===== src/include/lsu_defs.svh =====
// Width constants for the load/store pipe
// Data, line, immediate and tag widths

`ifndef LSU_DEFS_SVH
`define LSU_DEFS_SVH

// ------------------------------
// Data path
// ------------------------------
`define LSU_XLEN_W   64
`define LSU_XLEN_B   (`LSU_XLEN_W / 8)   // Bytes per doubleword

// ------------------------------
// L1D line
// ------------------------------
`define LSU_LINE_B   16
`define LSU_LINE_W   (`LSU_LINE_B * 8)

// ------------------------------
// Operation fields
// ------------------------------
`define LSU_OFFSET_W 12   // Immediate
`define LSU_TAG_W    6

`endif

===== src/rtl/lsu_pkg.sv =====
// Load/store pipe types
// Vector typedefs, op/size/exception/hazard enums and the bus structs

`include "lsu_defs.svh"

package lsu_pkg;

  typedef logic [`LSU_XLEN_W-1:0]          xlen_t;
  typedef logic [`LSU_LINE_W-1:0]          line_t;
  typedef logic signed [`LSU_OFFSET_W-1:0] offset_t;
  typedef logic [`LSU_TAG_W-1:0]           tag_t;
  typedef logic [`LSU_XLEN_B-1:0]          byte_en_t;   // One bit per doubleword byte

  typedef enum logic {
    OP_LOAD  = 1'b0,
    OP_STORE = 1'b1
  } mem_op_e;

  typedef enum logic [1:0] {
    SIZE_B  = 2'd0,
    SIZE_H  = 2'd1,
    SIZE_W  = 2'd2,
    SIZE_DW = 2'd3
  } mem_size_e;

  typedef enum logic [1:0] {
    EXC_NONE           = 2'd0,
    EXC_LOAD_MISALIGN  = 2'd1,
    EXC_STORE_MISALIGN = 2'd2
  } except_e;

  typedef enum logic [1:0] {
    HAZ_NONE         = 2'd0,
    HAZ_L1D_MISS     = 2'd1,
    HAZ_L1D_CONFLICT = 2'd2
  } hazard_e;

  // ------------------------------
  // Bus payloads
  // ------------------------------
  typedef struct packed {
    logic      valid;
    mem_op_e   op;
    mem_size_e size;
    logic      sign;     // Sign-extend loaded data
    tag_t      tag;
    xlen_t     base;
    offset_t   offset;
  } lsu_issue_t;

  typedef struct packed {
    logic  valid;
    xlen_t paddr;        // Line aligned
  } l1d_req_t;

  typedef struct packed {
    logic  hit;
    logic  miss;
    logic  conflict;
    line_t line;
  } l1d_resp_t;

  typedef struct packed {
    logic     valid;
    xlen_t    paddr;
    byte_en_t byte_en;
  } fwd_req_t;

  typedef struct packed {
    byte_en_t byte_en;
    xlen_t    data;      // Doubleword lanes
  } fwd_resp_t;

  typedef struct packed {
    logic      valid;
    tag_t      tag;
    xlen_t     paddr;
    mem_size_e size;
    logic      except_valid;
  } stq_update_t;

  typedef struct packed {
    logic    valid;
    tag_t    tag;
    hazard_e hazard;
  } replay_t;

  typedef struct packed {
    logic    valid;
    tag_t    tag;
    except_e except_type;
    xlen_t   tval;
  } done_t;

  typedef struct packed {
    logic  valid;
    tag_t  tag;
    xlen_t data;
  } wb_t;

endpackage


===== src/rtl/lsu_pipe.sv =====
// Load/store execution pipe top level
// Address generation, load alignment and stage control

module lsu_pipe (
  input  logic                 i_clk,
  input  logic                 i_reset_n,
  input  logic                 i_flush,
  input  lsu_pkg::lsu_issue_t  i_issue,
  output lsu_pkg::l1d_req_t    o_l1d_req,
  input  lsu_pkg::l1d_resp_t   i_l1d_resp,
  output lsu_pkg::fwd_req_t    o_fwd_req,
  input  lsu_pkg::fwd_resp_t   i_fwd_resp,
  output lsu_pkg::stq_update_t o_stq_update,
  output lsu_pkg::replay_t     o_replay,
  output lsu_pkg::done_t       o_done,
  output lsu_pkg::wb_t         o_wb
);

  // EX1
  lsu_pkg::lsu_issue_t w_ex1_issue;
  lsu_pkg::xlen_t      w_ex1_vaddr;
  lsu_pkg::except_e    w_ex1_except;

  // EX2
  lsu_pkg::mem_size_e  w_ex2_size;
  logic                w_ex2_sign;
  lsu_pkg::xlen_t      w_ex2_vaddr;
  lsu_pkg::byte_en_t   w_ex2_byte_en;
  lsu_pkg::xlen_t      w_ex2_data;
  logic                w_ex2_fwd_complete;

  lsu_addr_gen u_addr_gen (
    .i_ex1_issue  (w_ex1_issue),
    .o_vaddr      (w_ex1_vaddr),
    .o_except     (w_ex1_except),
    .o_l1d_req    (o_l1d_req),
    .o_stq_update (o_stq_update)
  );

  lsu_load_align u_load_align (
    .i_size         (w_ex2_size),
    .i_sign         (w_ex2_sign),
    .i_vaddr        (w_ex2_vaddr),
    .i_line         (i_l1d_resp.line),
    .i_fwd_resp     (i_fwd_resp),
    .o_byte_en      (w_ex2_byte_en),
    .o_data         (w_ex2_data),
    .o_fwd_complete (w_ex2_fwd_complete)
  );

  lsu_stage_ctrl u_stage_ctrl (
    .i_clk              (i_clk),
    .i_reset_n          (i_reset_n),
    .i_flush            (i_flush),
    .i_issue            (i_issue),
    .i_ex1_vaddr        (w_ex1_vaddr),
    .i_ex1_except       (w_ex1_except),
    .i_l1d_resp         (i_l1d_resp),
    .i_ex2_data         (w_ex2_data),
    .i_ex2_fwd_complete (w_ex2_fwd_complete),
    .i_ex2_byte_en      (w_ex2_byte_en),
    .o_ex1_issue        (w_ex1_issue),
    .o_ex2_size         (w_ex2_size),
    .o_ex2_sign         (w_ex2_sign),
    .o_ex2_vaddr        (w_ex2_vaddr),
    .o_fwd_req          (o_fwd_req),
    .o_replay           (o_replay),
    .o_done             (o_done),
    .o_wb               (o_wb)
  );

endmodule


===== src/rtl/lsu_stage_ctrl.sv =====
// EX1/EX2/EX3 stage registers and control
// Flush kill, EX2 forward request and replay decision, EX3 done and writeback

module lsu_stage_ctrl (
  input  logic                i_clk,
  input  logic                i_reset_n,
  input  logic                i_flush,
  input  lsu_pkg::lsu_issue_t i_issue,
  input  lsu_pkg::xlen_t      i_ex1_vaddr,
  input  lsu_pkg::except_e    i_ex1_except,
  input  lsu_pkg::l1d_resp_t  i_l1d_resp,
  input  lsu_pkg::xlen_t      i_ex2_data,
  input  logic                i_ex2_fwd_complete,
  input  lsu_pkg::byte_en_t   i_ex2_byte_en,
  output lsu_pkg::lsu_issue_t o_ex1_issue,
  output lsu_pkg::mem_size_e  o_ex2_size,
  output logic                o_ex2_sign,
  output lsu_pkg::xlen_t      o_ex2_vaddr,
  output lsu_pkg::fwd_req_t   o_fwd_req,
  output lsu_pkg::replay_t    o_replay,
  output lsu_pkg::done_t      o_done,
  output lsu_pkg::wb_t        o_wb
);

  // Stage valids
  logic r_ex1_valid;
  logic r_ex2_valid;
  logic r_ex3_valid;

  lsu_pkg::lsu_issue_t r_ex1_issue;

  lsu_pkg::mem_op_e    r_ex2_op;
  lsu_pkg::mem_size_e  r_ex2_size;
  logic                r_ex2_sign;
  lsu_pkg::tag_t       r_ex2_tag;
  lsu_pkg::xlen_t      r_ex2_vaddr;
  lsu_pkg::except_e    r_ex2_except;

  lsu_pkg::tag_t       r_ex3_tag;
  logic                r_ex3_has_wb;
  lsu_pkg::xlen_t      r_ex3_data;
  lsu_pkg::except_e    r_ex3_except;
  lsu_pkg::xlen_t      r_ex3_tval;

  logic                w_ex2_load;
  lsu_pkg::hazard_e    w_ex2_hazard;
  logic                w_ex3_valid_next;

  always_ff @(posedge i_clk or negedge i_reset_n) begin
    if (!i_reset_n) begin
      r_ex1_valid <= 1'b0;
      r_ex2_valid <= 1'b0;
      r_ex3_valid <= 1'b0;
    end else begin
      r_ex1_valid <= i_issue.valid & ~i_flush;
      r_ex2_valid <= r_ex1_valid & ~i_flush;
      r_ex3_valid <= w_ex3_valid_next;
    end
  end

  // ------------------------------
  // EX1
  // ------------------------------
  always_ff @(posedge i_clk) begin
    r_ex1_issue <= i_issue;
  end

  always_comb begin
    o_ex1_issue       = r_ex1_issue;
    o_ex1_issue.valid = r_ex1_valid;
  end

  // ------------------------------
  // EX2
  // ------------------------------
  always_ff @(posedge i_clk) begin
    r_ex2_op     <= r_ex1_issue.op;
    r_ex2_size   <= r_ex1_issue.size;
    r_ex2_sign   <= r_ex1_issue.sign;
    r_ex2_tag    <= r_ex1_issue.tag;
    r_ex2_vaddr  <= i_ex1_vaddr;
    r_ex2_except <= i_ex1_except;
  end

  assign o_ex2_size  = r_ex2_size;
  assign o_ex2_sign  = r_ex2_sign;
  assign o_ex2_vaddr = r_ex2_vaddr;

  // Only loads that reached the L1D need data
  assign w_ex2_load = r_ex2_valid & (r_ex2_op == lsu_pkg::OP_LOAD) &
                      (r_ex2_except == lsu_pkg::EXC_NONE);

  always_comb begin
    o_fwd_req.valid   = w_ex2_load;
    o_fwd_req.paddr   = r_ex2_vaddr;
    o_fwd_req.byte_en = i_ex2_byte_en;
  end

  // Full forwarding hides any L1D miss or conflict
  always_comb begin
    w_ex2_hazard = lsu_pkg::HAZ_NONE;
    if (w_ex2_load & ~i_ex2_fwd_complete) begin
      if (i_l1d_resp.conflict) begin
        w_ex2_hazard = lsu_pkg::HAZ_L1D_CONFLICT;
      end else if (i_l1d_resp.miss) begin
        w_ex2_hazard = lsu_pkg::HAZ_L1D_MISS;
      end
    end
  end

  always_comb begin
    o_replay.valid  = r_ex2_valid & (w_ex2_hazard != lsu_pkg::HAZ_NONE) & ~i_flush;
    o_replay.tag    = r_ex2_tag;
    o_replay.hazard = w_ex2_hazard;
  end

  assign w_ex3_valid_next = r_ex2_valid & (w_ex2_hazard == lsu_pkg::HAZ_NONE) & ~i_flush;

  // ------------------------------
  // EX3
  // ------------------------------
  always_ff @(posedge i_clk) begin
    r_ex3_tag    <= r_ex2_tag;
    r_ex3_has_wb <= w_ex2_load;
    r_ex3_data   <= i_ex2_data;
    r_ex3_except <= r_ex2_except;
    r_ex3_tval   <= r_ex2_vaddr;
  end

  always_comb begin
    o_done.valid       = r_ex3_valid;
    o_done.tag         = r_ex3_tag;
    o_done.except_type = r_ex3_except;
    o_done.tval        = r_ex3_tval;

    o_wb.valid = r_ex3_valid & r_ex3_has_wb;   // Stores and faulting loads write nothing
    o_wb.tag   = r_ex3_tag;
    o_wb.data  = r_ex3_data;
  end

endmodule


===== src/rtl/lsu_load_align.sv =====
// EX2 load data path
// Byte mask, doubleword select, store forward merge, coverage check, extension

`include "lsu_defs.svh"

module lsu_load_align (
  input  lsu_pkg::mem_size_e i_size,
  input  logic               i_sign,
  input  lsu_pkg::xlen_t     i_vaddr,
  input  lsu_pkg::line_t     i_line,
  input  lsu_pkg::fwd_resp_t i_fwd_resp,
  output lsu_pkg::byte_en_t  o_byte_en,
  output lsu_pkg::xlen_t     o_data,
  output logic               o_fwd_complete
);

  localparam int DW_OFS_W   = $clog2(`LSU_XLEN_B);
  localparam int LINE_OFS_W = $clog2(`LSU_LINE_B);

  logic [DW_OFS_W-1:0]                w_dw_ofs;
  logic [LINE_OFS_W-DW_OFS_W-1:0]     w_dw_idx;
  lsu_pkg::byte_en_t                  w_size_mask;
  lsu_pkg::byte_en_t                  w_byte_en;
  lsu_pkg::xlen_t                     w_l1d_dw;
  lsu_pkg::xlen_t                     w_merged;
  lsu_pkg::xlen_t                     w_shifted;

  assign w_dw_ofs = i_vaddr[DW_OFS_W-1:0];
  assign w_dw_idx = i_vaddr[LINE_OFS_W-1:DW_OFS_W];

  // ------------------------------
  // Needed bytes
  // ------------------------------
  always_comb begin
    case (i_size)
      lsu_pkg::SIZE_B: w_size_mask = 8'h01;
      lsu_pkg::SIZE_H: w_size_mask = 8'h03;
      lsu_pkg::SIZE_W: w_size_mask = 8'h0f;
      default:         w_size_mask = 8'hff;
    endcase
  end

  assign w_byte_en = lsu_pkg::byte_en_t'(w_size_mask << w_dw_ofs);
  assign o_byte_en = w_byte_en;

  // ------------------------------
  // Merge
  // ------------------------------
  assign w_l1d_dw = i_line[w_dw_idx * `LSU_XLEN_W +: `LSU_XLEN_W];

  // Store queue bytes win over the cache
  always_comb begin
    for (int b = 0; b < `LSU_XLEN_B; b++) begin
      w_merged[b*8 +: 8] = i_fwd_resp.byte_en[b] ? i_fwd_resp.data[b*8 +: 8] :
                                                   w_l1d_dw[b*8 +: 8];
    end
  end

  assign o_fwd_complete = &(~w_byte_en | i_fwd_resp.byte_en);

  // ------------------------------
  // Align and extend
  // ------------------------------
  assign w_shifted = w_merged >> {w_dw_ofs, 3'b000};

  always_comb begin
    case (i_size)
      lsu_pkg::SIZE_B: begin
        o_data = {{(`LSU_XLEN_W-8){i_sign & w_shifted[7]}}, w_shifted[7:0]};
      end
      lsu_pkg::SIZE_H: begin
        o_data = {{(`LSU_XLEN_W-16){i_sign & w_shifted[15]}}, w_shifted[15:0]};
      end
      lsu_pkg::SIZE_W: begin
        o_data = {{(`LSU_XLEN_W-32){i_sign & w_shifted[31]}}, w_shifted[31:0]};
      end
      default: begin
        o_data = w_shifted;   // Full doubleword, nothing to extend
      end
    endcase
  end

endmodule


===== src/rtl/lsu_addr_gen.sv =====
// EX1 address generation
// Base plus offset, misalignment check, L1D read request, store-queue report

`include "lsu_defs.svh"

module lsu_addr_gen (
  input  lsu_pkg::lsu_issue_t  i_ex1_issue,
  output lsu_pkg::xlen_t       o_vaddr,
  output lsu_pkg::except_e     o_except,
  output lsu_pkg::l1d_req_t    o_l1d_req,
  output lsu_pkg::stq_update_t o_stq_update
);

  localparam int LINE_OFS_W = $clog2(`LSU_LINE_B);

  lsu_pkg::xlen_t   w_offset_ext;
  lsu_pkg::xlen_t   w_vaddr;
  lsu_pkg::except_e w_except;
  logic             w_misalign;
  logic             w_is_load;

  assign w_is_load = (i_ex1_issue.op == lsu_pkg::OP_LOAD);

  // ------------------------------
  // Address
  // ------------------------------
  assign w_offset_ext = {{(`LSU_XLEN_W - `LSU_OFFSET_W){i_ex1_issue.offset[`LSU_OFFSET_W-1]}},
                         i_ex1_issue.offset};
  assign w_vaddr      = i_ex1_issue.base + w_offset_ext;   // PA == VA, no TLB

  // Natural alignment per access size
  always_comb begin
    case (i_ex1_issue.size)
      lsu_pkg::SIZE_H:  w_misalign = w_vaddr[0];
      lsu_pkg::SIZE_W:  w_misalign = |w_vaddr[1:0];
      lsu_pkg::SIZE_DW: w_misalign = |w_vaddr[2:0];
      default:          w_misalign = 1'b0;
    endcase
  end

  assign w_except = !w_misalign ? lsu_pkg::EXC_NONE          :
                    w_is_load   ? lsu_pkg::EXC_LOAD_MISALIGN :
                                  lsu_pkg::EXC_STORE_MISALIGN;

  assign o_vaddr  = w_vaddr;
  assign o_except = w_except;

  // ------------------------------
  // L1D read request
  // ------------------------------
  always_comb begin
    o_l1d_req.valid = i_ex1_issue.valid & w_is_load & (w_except == lsu_pkg::EXC_NONE);
    o_l1d_req.paddr = {w_vaddr[`LSU_XLEN_W-1:LINE_OFS_W], {LINE_OFS_W{1'b0}}};
  end

  // ------------------------------
  // Store queue address report
  // ------------------------------
  always_comb begin
    o_stq_update.valid        = i_ex1_issue.valid & ~w_is_load;
    o_stq_update.tag          = i_ex1_issue.tag;
    o_stq_update.paddr        = w_vaddr;
    o_stq_update.size         = i_ex1_issue.size;
    o_stq_update.except_valid = (w_except != lsu_pkg::EXC_NONE);
  end

endmodule


===== config.mk =====
export PLATFORM = sky130hd
export DESIGN_NAME = lsu_pipe
export DESIGN_NICKNAME = d
export VERILOG_FILES = /design/src/rtl/lsu_pkg.sv /design/src/rtl/lsu_pipe.sv /design/src/rtl/lsu_stage_ctrl.sv /design/src/rtl/lsu_load_align.sv /design/src/rtl/lsu_addr_gen.sv
export VERILOG_INCLUDE_DIRS = /design/src /design/src/include
export SDC_FILE = /design/constraint.sdc
export NUM_CORES = 1
export LEC_CHECK = 0
export BUFFER_PORTS_ARGS = -buffer_cell sky130_fd_sc_hd__buf_2
export CAP_MARGIN = 5
export CORE_AREA = 2 2 256 258
export DETAILED_ROUTE_END_ITERATION = 7
export DIE_AREA = 0 0 258 260
export SLEW_MARGIN = 20
export SYNTH_ARGS = -nofsm -noshare
export SYNTH_HDL_FRONTEND = slang
export SYNTH_HIERARCHICAL = 1
export SYNTH_SLANG_ARGS = --single-unit

===== constraint.sdc =====
create_clock -name i_clk -period 6.5 [get_ports i_clk]
set_input_delay 0.325 -clock i_clk [delete_from_list [all_inputs] [get_ports i_clk]]
set_output_delay 0.325 -clock i_clk [all_outputs]
set_load 0.005 [all_outputs]

==> results of run 1 <==
through the flow:
step / total power [mW] / setup slack [ps] / hold WS [ps] / cells / util (%)
after floorplan: 3.61 / 2150 / 29.4 / 1651 / -
after detailed placement: 4.21 / 2100 / 136 / 2871 / 27.8
final: 6.35 / 1480 / 123 / 3029 / 31.1
after CTS: 6.43 / 1500 / 66.4 / 3025 / 31.1
after global routing: 6.66 / 1050 / 85.3 / 3029 / 31.1
after global placement: 4.21 / 2140 / 127 / 2871 / 27.8
worst min-delay path by stage:
stage | cells after the start | startpoint | end
floorplan | 0 | i_reset_n | u_stage_ctrl/r_ex1_valid
global placement | 1 | i_reset_n | u_stage_ctrl/r_ex1_valid
detailed placement | 1 | i_reset_n | u_stage_ctrl/r_ex1_valid
CTS | 2 | i_reset_n | u_stage_ctrl/r_ex2_valid
global route | 2 | i_reset_n | u_stage_ctrl/r_ex2_valid
finish | 2 | i_reset_n | u_stage_ctrl/r_ex2_valid
worst max-delay path, cell delays in order, from the launching register on:
cell       delay [ps]
dfxtp_2           690
ha_1              400
a21o_1            280
a2111oi_4         500
o31ai_1           220
a21oi_1           620
o21ai_0           310
a21oi_1           410
o21ai_0           200
xor2_1            310
buf_2             180
synth_stat cells, drive strengths merged (4+ instances only):
master,count,share of area [%]
a211oi,9,0.62
a21o,17,0.83
a21oi,90,3.0
a221oi,11,0.63
a31oi,12,0.49
a41oi,5,0.46
and2,7,0.28
and3,4,0.16
buf,258,12
clkbuf,39,0.96
dfxtp,299,39
ha,63,5.1
inv,31,0.76
mux2,76,5.7
mux2i,70,4.7
nand2,134,3.3
nand2b,21,0.85
nand3,42,1.4
nand4,20,0.81
nor2,94,2.3
nor2b,15,0.61
nor3,21,0.68
nor4,5,0.20
o2111ai,9,0.51
o211ai,47,2.4
o21a,7,0.34
o21ai,86,2.8
o21bai,13,0.63
o221ai,11,0.67
o22a,6,0.34
o22ai,13,0.57
o31ai,5,0.28
or2,4,0.16
or3,4,0.16
xnor2,44,2.5
xor2,17,0.97
kinds of logic after synthesis:
group / after synthesis
other cells: 1
mux: 146
simple gates: 379
compound gates: 367
fa+ha+maj: 64
flops: 302
xor+xnor: 61
buf+inv: 328
placed cells by master, fill, tap and decap left out, types with 5 or more instances in the layout:
cell,n
buf_2,652
dfxtp_1,295
nand2_1,134
nor2_1,94
dlygate4sd3_1,89
a21oi_1,89
o21ai_0,78
mux2i_1,68
ha_1,63
mux2_2,63
xnor2_1,44
o211ai_1,44
nand3_1,42
clkbuf_16,36
inv_1,27
nor3_1,21
nand2b_1,21
nand4_1,20
a21o_1,17
xor2_1,17
nor2b_1,15
o21bai_1,13
a31oi_1,12
o22ai_1,12
a221oi_1,11
buf_4,10
o221ai_1,10
o2111ai_1,9
mux2_1,8
clkbuf_1,7
o21ai_1,7
and2_1,7
o21a_1,7
o22a_1,6
clkinvlp_4,5
bufinv_16,5
a211oi_1,5
nor4_1,5
mux2_4,5
final cells by class:
cell class / instances / area (um^2) / share of cell area [%]
clock inverter: 18 / 264 / 1.32
clock buffer: 47 / 982 / 4.92
multi-input combinational: 1021 / 7220 / 36.2
antenna: 4 / 10.0 / 0.0502
timing repair buffer: 751 / 4230 / 21.2
sequential: 302 / 6070 / 30.4
inverter: 31 / 116 / 0.583
tap: 855 / 1070 / 5.36
sequential cells by signal, indices dropped and copies added (netlist names), 2 cells and up:
signal                     cells
u_stage_ctrl/r_ex2_except      2
u_stage_ctrl/r_ex3_tval       64
u_stage_ctrl/o_ex2_size        2
u_stage_ctrl/r_ex3_tag         6
u_stage_ctrl/o_ex1_issue      86
u_stage_ctrl/o_ex2_vaddr      64
u_stage_ctrl/r_ex3_data       64
u_stage_ctrl/r_ex2_tag         6
u_stage_ctrl/r_ex3_except      2
metal layers:
layer	GRT usage, %	share of wire [%]	up-vias
met1	18.3	38	6399
met3	3.23	6.2	127
met4	9.14	5.3	2
met2	31.2	51	628
met5	0	0.021	-
li1	-	-	6592
where the power goes:
| part | switching [mW] | internal, mW |
|---|---|---|
| clock | 0.846 | 1.28 |
| sequential | 0.160 | 2.17 |
| combinational | 1.09 | 0.808 |
repair_timing:
action,CTS,global route
buffers inserted,0,0
hold buffers,89,0
hold endpoints to repair,91,0
setup endpoints to repair,0,0
==> run metrics, run 1 <==
status complete, no violations; crit share post-route 77.2%; die footprint ~0.067 mm^2; initial antenna violation count 11; Reg clk slew, reported paths 60 ps; Reg-to-Reg Start u_stage_ctrl/o_ex1_issue[11]; mux cell area share after synthesis 10.4%; Layout Skew 12.7 ps; sequential area share after synthesis 39.4%; Post-synth top flop dfxtp_1; Worst Tran Pin Value ~1200 ps; Cell Pwr Density 318 mW/mm^2; HP Class primary input to async pin; TritonCTS Buffers 36; Iter 0 DRT Violations 650; worst skew pair latency between 500 and 600 ps; WS Path Type flop to primary output; leakage power 9.26 nW; R2R Setup Slk ~2400 ps; largest net degree at the start of global routing 54; fill count 6732; drt first pass iters 5; Cell Area, Placed 0.0178 mm^2; setup_tns 0 ps; site row count 93; routability cong. 0.952; Finished Cell Area 0.0200 mm^2; FFs w/ async S/R, synth 0.993%; Max Cap Viol 0; Core ar. 0.0641 mm^2; min cycle time layout 5020 ps; CP required between 6000 and 7000 ps; Via Count 13.7k; DR vias/cell 4.54; wire per inst between 20 and 25 um; final setup vio count 0; CP Max Fanout 27; synthesized cell area 0.0154 mm^2; Worst R2R Path Depth 9; fin nets around 2.5k; average size of a mapped cell between 9 and 10 um^2; vias in the first global route 13.7k; H-tree levels 2; GRT Total Usage 16.9%; flop and latch count out of synthesis 302; adder-cell share of the synthesized area 5.25%; Slew HR 23.0%; final hold viol count 0; HPWL after detailed placement just under 50000 um; post-synth cell types 83; drt total wl 60800 um; Max IR drop VDD roughly 0.00022 V; worst setup path endpoint o_l1d_req[59]; number of gates resized after CTS 0; effective utilization at floorplan about a quarter; die height ~260 um; crit path DAT 4690 ps; Post-Syn Instances 1648; I/O pins 658; Residual DRC 0; total grt overflow 0; layout cells sized above 1 38.0%; Worst setup SP type flop; Final Max Tran Viols 0; max frequency 0.199 GHz; CTS tree done; Detail Route Antenna Nets 0; Syn. warnings 6; Post-Synth XOR/XNOR Area 3.47%; Area growth, synth to finish 29.7%; clk buf depth 3; Compound-Gate Fraction of Synth Area 16.3%; first-pass GRT wire length between 80000 and 90000 um; Setup crit end kind primary output; Die W about 260 um; EDFF count, synth 0; I/O Buffers 652; combinational family with the most area after synthesis compound AO/OA/AOI/OAI gates; CTS Sinks 302; CP startpoint u_stage_ctrl/o_ex1_issue[11]; reg-to-reg critical path endpoint u_stage_ctrl/o_ex2_vaddr[59]; Synth Area in Simple Gates a little under an eighth; RSZ-0062 raised after global routing no; Root Buffer clkbuf_16
(Power assumes the default switching activity.)
==> run 2: changes to the inputs <==
==> constraint.sdc (replaced) <==
create_clock -name i_clk -period 5 [get_ports i_clk]
set_input_delay 0.25 -clock i_clk [delete_from_list [all_inputs] [get_ports i_clk]]
set_output_delay 0.25 -clock i_clk [all_outputs]
set_load 0.005 [all_outputs]
==> run 2 against run 1 <==
Against the previous run:
- worst setup slack worse by 1300 ps
- via count is 0.58% higher
- sequential share of layout area hardly changed
- critical endpoint is now o_l1d_req[57]
- largest cell class unchanged
- largest power group unchanged
==> run metrics, run 2 (synthesis results as in run 1) <==
max FFs per register 86 (unchanged); leakage power 9.27 nW (was 9.26 nW); CP required 4750 ps (was 6170 ps); HP Class primary input to flop (was primary input to async pin); Cell Pwr Density 407 mW/mm^2 (was 318 mW/mm^2); initial antenna violation count 9 (was 11); final hold viol count 0 (unchanged); Final Max Tran Viols 0 (unchanged); Slew HR 28.2% (was 23.0%); Worst Tran Pin Value 1070 ps (was 1150 ps); final setup vio count 0 (unchanged); CTS Sinks 302 (unchanged); min cycle time layout 4810 ps; Via Count 13.8k (was 13.7k); Setup crit end kind primary output (unchanged); clk buf depth 3 (unchanged); commonest non-fill, non-tap cells in the layout buf_2, dfxtp_1, nand2_1 (unchanged); hold slack final 118 ps (was 123 ps); Max Cap Viol 0 (unchanged); Residual DRC 0 (unchanged); layout cells sized above 1 38.3% (was 38.0%); die footprint 0.0671 mm^2 (unchanged); die height 260 um (unchanged); RSZ-0062 raised after global routing no (unchanged); routability cong. 0.954 (was 0.952); drt first pass iters 5 (unchanged); Reg clk slew, reported paths 60 ps (about the same); commonest non-fill, non-tap cell in the layout buf_2 (unchanged); post-CTS setup buffer count 0 (unchanged); effective utilization at floorplan 24.0% (unchanged); Die W 258 um (unchanged); largest net degree at the start of global routing 53 (was 54); Area growth, synth to finish 29.8% (was 29.7%); crit share post-route between 90% and 100%; I/O Buffers 652 (unchanged); CTS tree done (unchanged); Worst setup SP type flop (unchanged); Core ar. 0.0641 mm^2 (unchanged); GRT Total Usage 17.0% (was 16.9%); total grt overflow 0 (unchanged); HPWL after detailed placement 48200 um (was 48300 um); first-pass GRT wire length 85600 um (was 85700 um); TritonCTS Buffers 37 (was 36); drt total wl 60400 um (was 60800 um); vias in the first global route 13.7k (about the same); setup_tns 0 ps (unchanged); wire per inst 19.9 um (was 20.1 um); status complete, no violations (unchanged); fin nets 2507 (was 2500); Detail Route Antenna Nets 0 (unchanged); H-tree levels 2 (unchanged); Layout Skew 18.3 ps (was 12.7 ps); DR vias/cell 4.55 (was 4.54); I/O pins 658 (unchanged); Root Buffer clkbuf_16 (unchanged); CP Max Fanout 26 (was 27); site row count 93 (unchanged); WS Path Type flop to primary output (unchanged); crit path DAT 4560 ps (was 4690 ps); worst skew pair latency 560 ps (was 540 ps); max frequency 0.208 GHz; Max IR drop VDD 0.000286 V (was 0.000220 V); Iter 0 DRT Violations 798 (was 650); final core occ 31.2% (was 31.1%)
==> run 2: changes by cell type in the layout (fill, tap and decap cells not counted), sizes merged <==
cell / previous run / this run
clkbuf: 47 / 51
clkinv: 5 / 10
bufinv: 5 / 0
diode: 4 / 3
inv: 34 / 33
dlygate4sd3: 89 / 90
buf: 662 / 667
==> run 2: area by class of cell <==
type | instances | area [um^2]
diodes | 3 | 7.51
fillers | 6754 | 44100
repair buffers | 757 | 4280
flip-flops and latches | 302 | 6070
clock inverters | 17 | 168
inverters | 31 | 116
well taps | 855 | 1070
multi-input cells | 1021 | 7230
clock buffers | 51 | 1040
==> run 2: path summary, 6_finish.rpt <==
kind / startpoint / end / slack [ps] / depth (start not counted)
max: u_stage_ctrl/o_ex1_issue[11] / o_l1d_req[57] / 190 / 11
min: i_fwd_resp[63] / u_stage_ctrl/r_ex3_data[63] / 120 / 4
max reg2reg: u_stage_ctrl/o_ex1_issue[11] / u_stage_ctrl/o_ex2_vaddr[57] / 1060 / 10
min reg2reg: u_stage_ctrl/o_ex1_issue[82] / u_stage_ctrl/o_ex2_sign / 330 / 0
max in group asynchronous: i_reset_n / u_stage_ctrl/r_ex2_valid / 4240 / 3
min in group asynchronous: i_reset_n / u_stage_ctrl/r_ex1_valid / 600 / 3
==> run 2: layer usage <==
layer / share of wire [%] / GRT usage, % / wire length (um)
met4: 4.6 / 8.09 / 2790
met2: 51 / 31.6 / 31100
met1: 37 / 18.1 / 22200
met5: 0.053 / 0 / 32
met3: 7.1 / 3.59 / 4290
==> run 2: report_power, final <==
part,switching (mW),leakage [nW],internal (mW)
logic,1.41,6.14,1.06
registers,0.214,2.56,2.82
clock network,1.13,0.574,1.49
==> run 2: metrics by stage <==
| stage | total power [mW] | instances | area (um^2) | setup WS, ps |
|---|---|---|---|---|
| floorplan | 4.69 | 1651 | 15400 | 729 |
| global placement | 5.49 | 2876 | 17800 | 774 |
| detailed placement | 5.49 | 2876 | 17800 | 702 |
| CTS | 8.22 | 3034 | 20000 | 83.9 |
| global route | 8.55 | 3036 | 20000 | 37.4 |
| finish | 8.12 | 3037 | 20000 | 188 |
==> run 2: critical path: stages (launching register included) <==
cell       delay (ps)
dfxtp_2           700
ha_1              420
nand4_1           190
nor4_1            620
o2111ai_1         240
o22ai_2           320
o211ai_2          100
or3b_4            280
a41oi_4           170
or3_1             380
a211oi_2          370
buf_2             190
==> run 2: what timing repair did <==
item,4_1_cts,5_1_grt
hold endpoints to repair,92,0
hold buffers,90,0
gates resized for setup,0,3
setup endpoints to repair,0,10
==> run 3: changes to the inputs <==
--- a/config.mk
+++ b/config.mk
@@ -8,9 +8,12 @@
 export LEC_CHECK = 0
 export BUFFER_PORTS_ARGS = -buffer_cell sky130_fd_sc_hd__buf_2
 export CAP_MARGIN = 5
-export CORE_AREA = 2 2 256 258
+export CELL_PAD_IN_SITES_DETAIL_PLACEMENT = 2
+export CELL_PAD_IN_SITES_GLOBAL_PLACEMENT = 2
+export CORE_AREA = 2 2 260 262
 export DETAILED_ROUTE_END_ITERATION = 7
-export DIE_AREA = 0 0 258 260
+export DIE_AREA = 0 0 262 264
+export PLACE_DENSITY_LB_ADDON = 0.1
 export SLEW_MARGIN = 20
 export SYNTH_ARGS = -nofsm -noshare
 export SYNTH_HDL_FRONTEND = slang
==> run 3 against run 2 <==
Against the previous run:
- routed wire length increased by 13%
- core utilization fell by 0.82 points
- global-route usage up 2.0 points
- clock-buffer cell count shrank 1
- clock skew about the same
- combinational power increased by 2%
- critical path depth is 1 higher
- critical path type unchanged
- largest cell class unchanged
==> run metrics, run 3 (synthesis results as in run 1) <==
status complete, no violations (unchanged); Max IR drop VDD 0.000219 V (was 0.000286 V); layout cells sized above 1 38.5% (was 38.3%); Worst setup SP type flop (unchanged); uppermost routed layer met4 (was met5); worst skew pair latency 550 ps (was 560 ps); die footprint 0.0692 mm^2 (was 0.0671 mm^2); Via Count 13.8k (about the same); post-CTS setup buffer count 0 (unchanged); commonest non-fill, non-tap cell in the layout buf_2 (unchanged); fill count 7592 (was 6754); Die W 262 um (was 258 um); effective utilization at floorplan 23.1% (was 24.0%); fin nets 2512 (was 2507); wire per inst 22.2 um (was 19.9 um); Met2 Wirelength 34400 um (was 31100 um); final hold viol count 0 (unchanged); Setup crit end kind primary output (unchanged); crit path DAT 4340 ps (was 4560 ps); commonest non-fill, non-tap cells in the layout buf_2, dfxtp_1, nand2_1 (unchanged); crit share post-route 91.9% (was 96.2%); Cell Area, Placed 0.0179 mm^2 (was 0.0178 mm^2); I/O Buffers 652 (unchanged); Detail Route Antenna Nets 0 (unchanged); DR vias/cell 4.50 (was 4.55); Root Buffer clkbuf_16 (unchanged); switching pwr 2.74 mW (was 2.75 mW); setup_tns 0 ps (unchanged); Combinational Power Share 29.8% (was 30.4%); RSZ-0062 raised after global routing no (unchanged); initial antenna violation count 2 (was 9); max frequency 0.218 GHz (was 0.208 GHz); CTS tree done (unchanged); Layout Skew 17.8 ps (was 18.3 ps); Residual DRC 0 (unchanged); total grt overflow 0 (unchanged); first-pass GRT wire length 98700 um (was 85600 um); min cycle time layout 4590 ps (was 4810 ps); total power 8.46 mW (was 8.12 mW); drt first pass iters 4 (was 5); met3 wire length 3670 um (was 4290 um); Cell Pwr Density 419 mW/mm^2 (was 407 mW/mm^2); I/O pins 658 (unchanged); final setup vio count 0 (unchanged); largest net degree at the start of global routing 51 (was 53); Reg clk slew, reported paths 60 ps (about the same); Sw Share 32.3% (was 33.9%); clk buf depth 3 (unchanged); DRT met1 WL 28600 um (was 22200 um); site row count 95 (was 93); TritonCTS Buffers 37 (unchanged); Worst Tran Pin Value 1010 ps (was 1070 ps); Final Max Tran Viols 0 (unchanged); WS Path Type flop to primary output (unchanged); die height 264 um (was 260 um); leakage power 9.38 nW (was 9.27 nW); Finished Cell Area 0.0202 mm^2 (was 0.0200 mm^2); drt total wl 68000 um (was 60400 um); setup slack after layout 406 ps (was 188 ps); Area growth, synth to finish 31.3% (was 29.8%); HP Class primary input to flop (unchanged); Slew HR 31.0% (was 28.2%); clock network fraction of design power 34.5% (was 32.2%); Max Cap Viol 0 (unchanged); CP required 4750 ps (about the same); sequential power share 35.7% (was 37.4%); CTS Sinks 302 (unchanged); HPWL after detailed placement 55100 um (was 48200 um); max FFs per register 86 (unchanged); CP Max Fanout 27 (was 26); H-tree levels 2 (unchanged); Placement Setup Slack 436 ps (was 702 ps); GRT Total Usage 19.0% (was 17.0%); Core ar. 0.0666 mm^2 (was 0.0641 mm^2); final core occ 30.3% (was 31.2%); vias in the first global route 14.8k (was 13.7k); routability cong. 0.796 (was 0.954); Internal Dissipation 5.72 mW (was 5.37 mW); Iter 0 DRT Violations 499 (was 798)
run 3: per-stage QoR:
stage                     hold WS (ps)  cells
after global placement            54.4   2899
after floorplan                  -45.6   1651
final                              130   3055
after global routing               120   3052
after detailed placement          58.6   2899
after CTS                         94.8   3052
run 3: layout make-up:
cell class	count	area, um^2	share of cell area [%]
antenna	3	7.51	0.0372
tap	873	1090	5.41
clock inverter	13	225	1.12
multi-input combinational	1021	7260	36.0
inverter	31	116	0.576
timing repair buffer	762	4330	21.4
sequential	302	6070	30.1
clock buffer	50	1090	5.38
run 3: worst max-delay path, cell delays in order (launching register included):
cell	delay, ps
dfxtp_4	580
buf_6	330
ha_1	410
a21oi_1	240
o21ai_0	190
a211oi_1	360
o311ai_0	230
a41oi_1	240
o21ai_0	190
a21oi_2	320
o21ai_0	170
xor2_1	320
buf_2	190
run 3: power by group through the flow:
stage               Clock (mW)  Sequential [mW]  Combinational (mW)
floorplan                    0             3.03                1.66
global placement             0             3.07                2.49
global route              3.14             3.07                2.76
finish                    2.92             3.02                2.52
CTS                       3.03             3.03                2.58
detailed placement           0             3.08                2.50
run 3: path summary, 6_finish.rpt:
kind,startpoint,endpoint,slack [ps],depth (start not counted)
min reg2reg,u_stage_ctrl/o_ex1_issue[82],u_stage_ctrl/o_ex2_sign,330,0
max in group asynchronous,i_reset_n,u_stage_ctrl/r_ex1_valid,4230,3
min in group asynchronous,i_reset_n,u_stage_ctrl/r_ex3_valid,610,3
max reg2reg,u_stage_ctrl/o_ex1_issue[11],u_stage_ctrl/o_ex2_vaddr[59],1250,11
min,i_fwd_resp[63],u_stage_ctrl/r_ex3_data[63],130,4
max,u_stage_ctrl/o_ex1_issue[11],o_l1d_req[59],410,12
run 3: timing repair:
item                                    CTS  global route
hold buffers                             90             0
endpoints found under the setup margin   10            10
hold endpoints to repair                 92             0
gates resized for setup                   2             6
run 3: layer usage:
layer  up-vias  global-route usage [%]
li1       6611                       -
met1      6690                    23.0
met2       394                    34.4
met3        56                    3.48
met4         0                    4.43
met5         -                       0
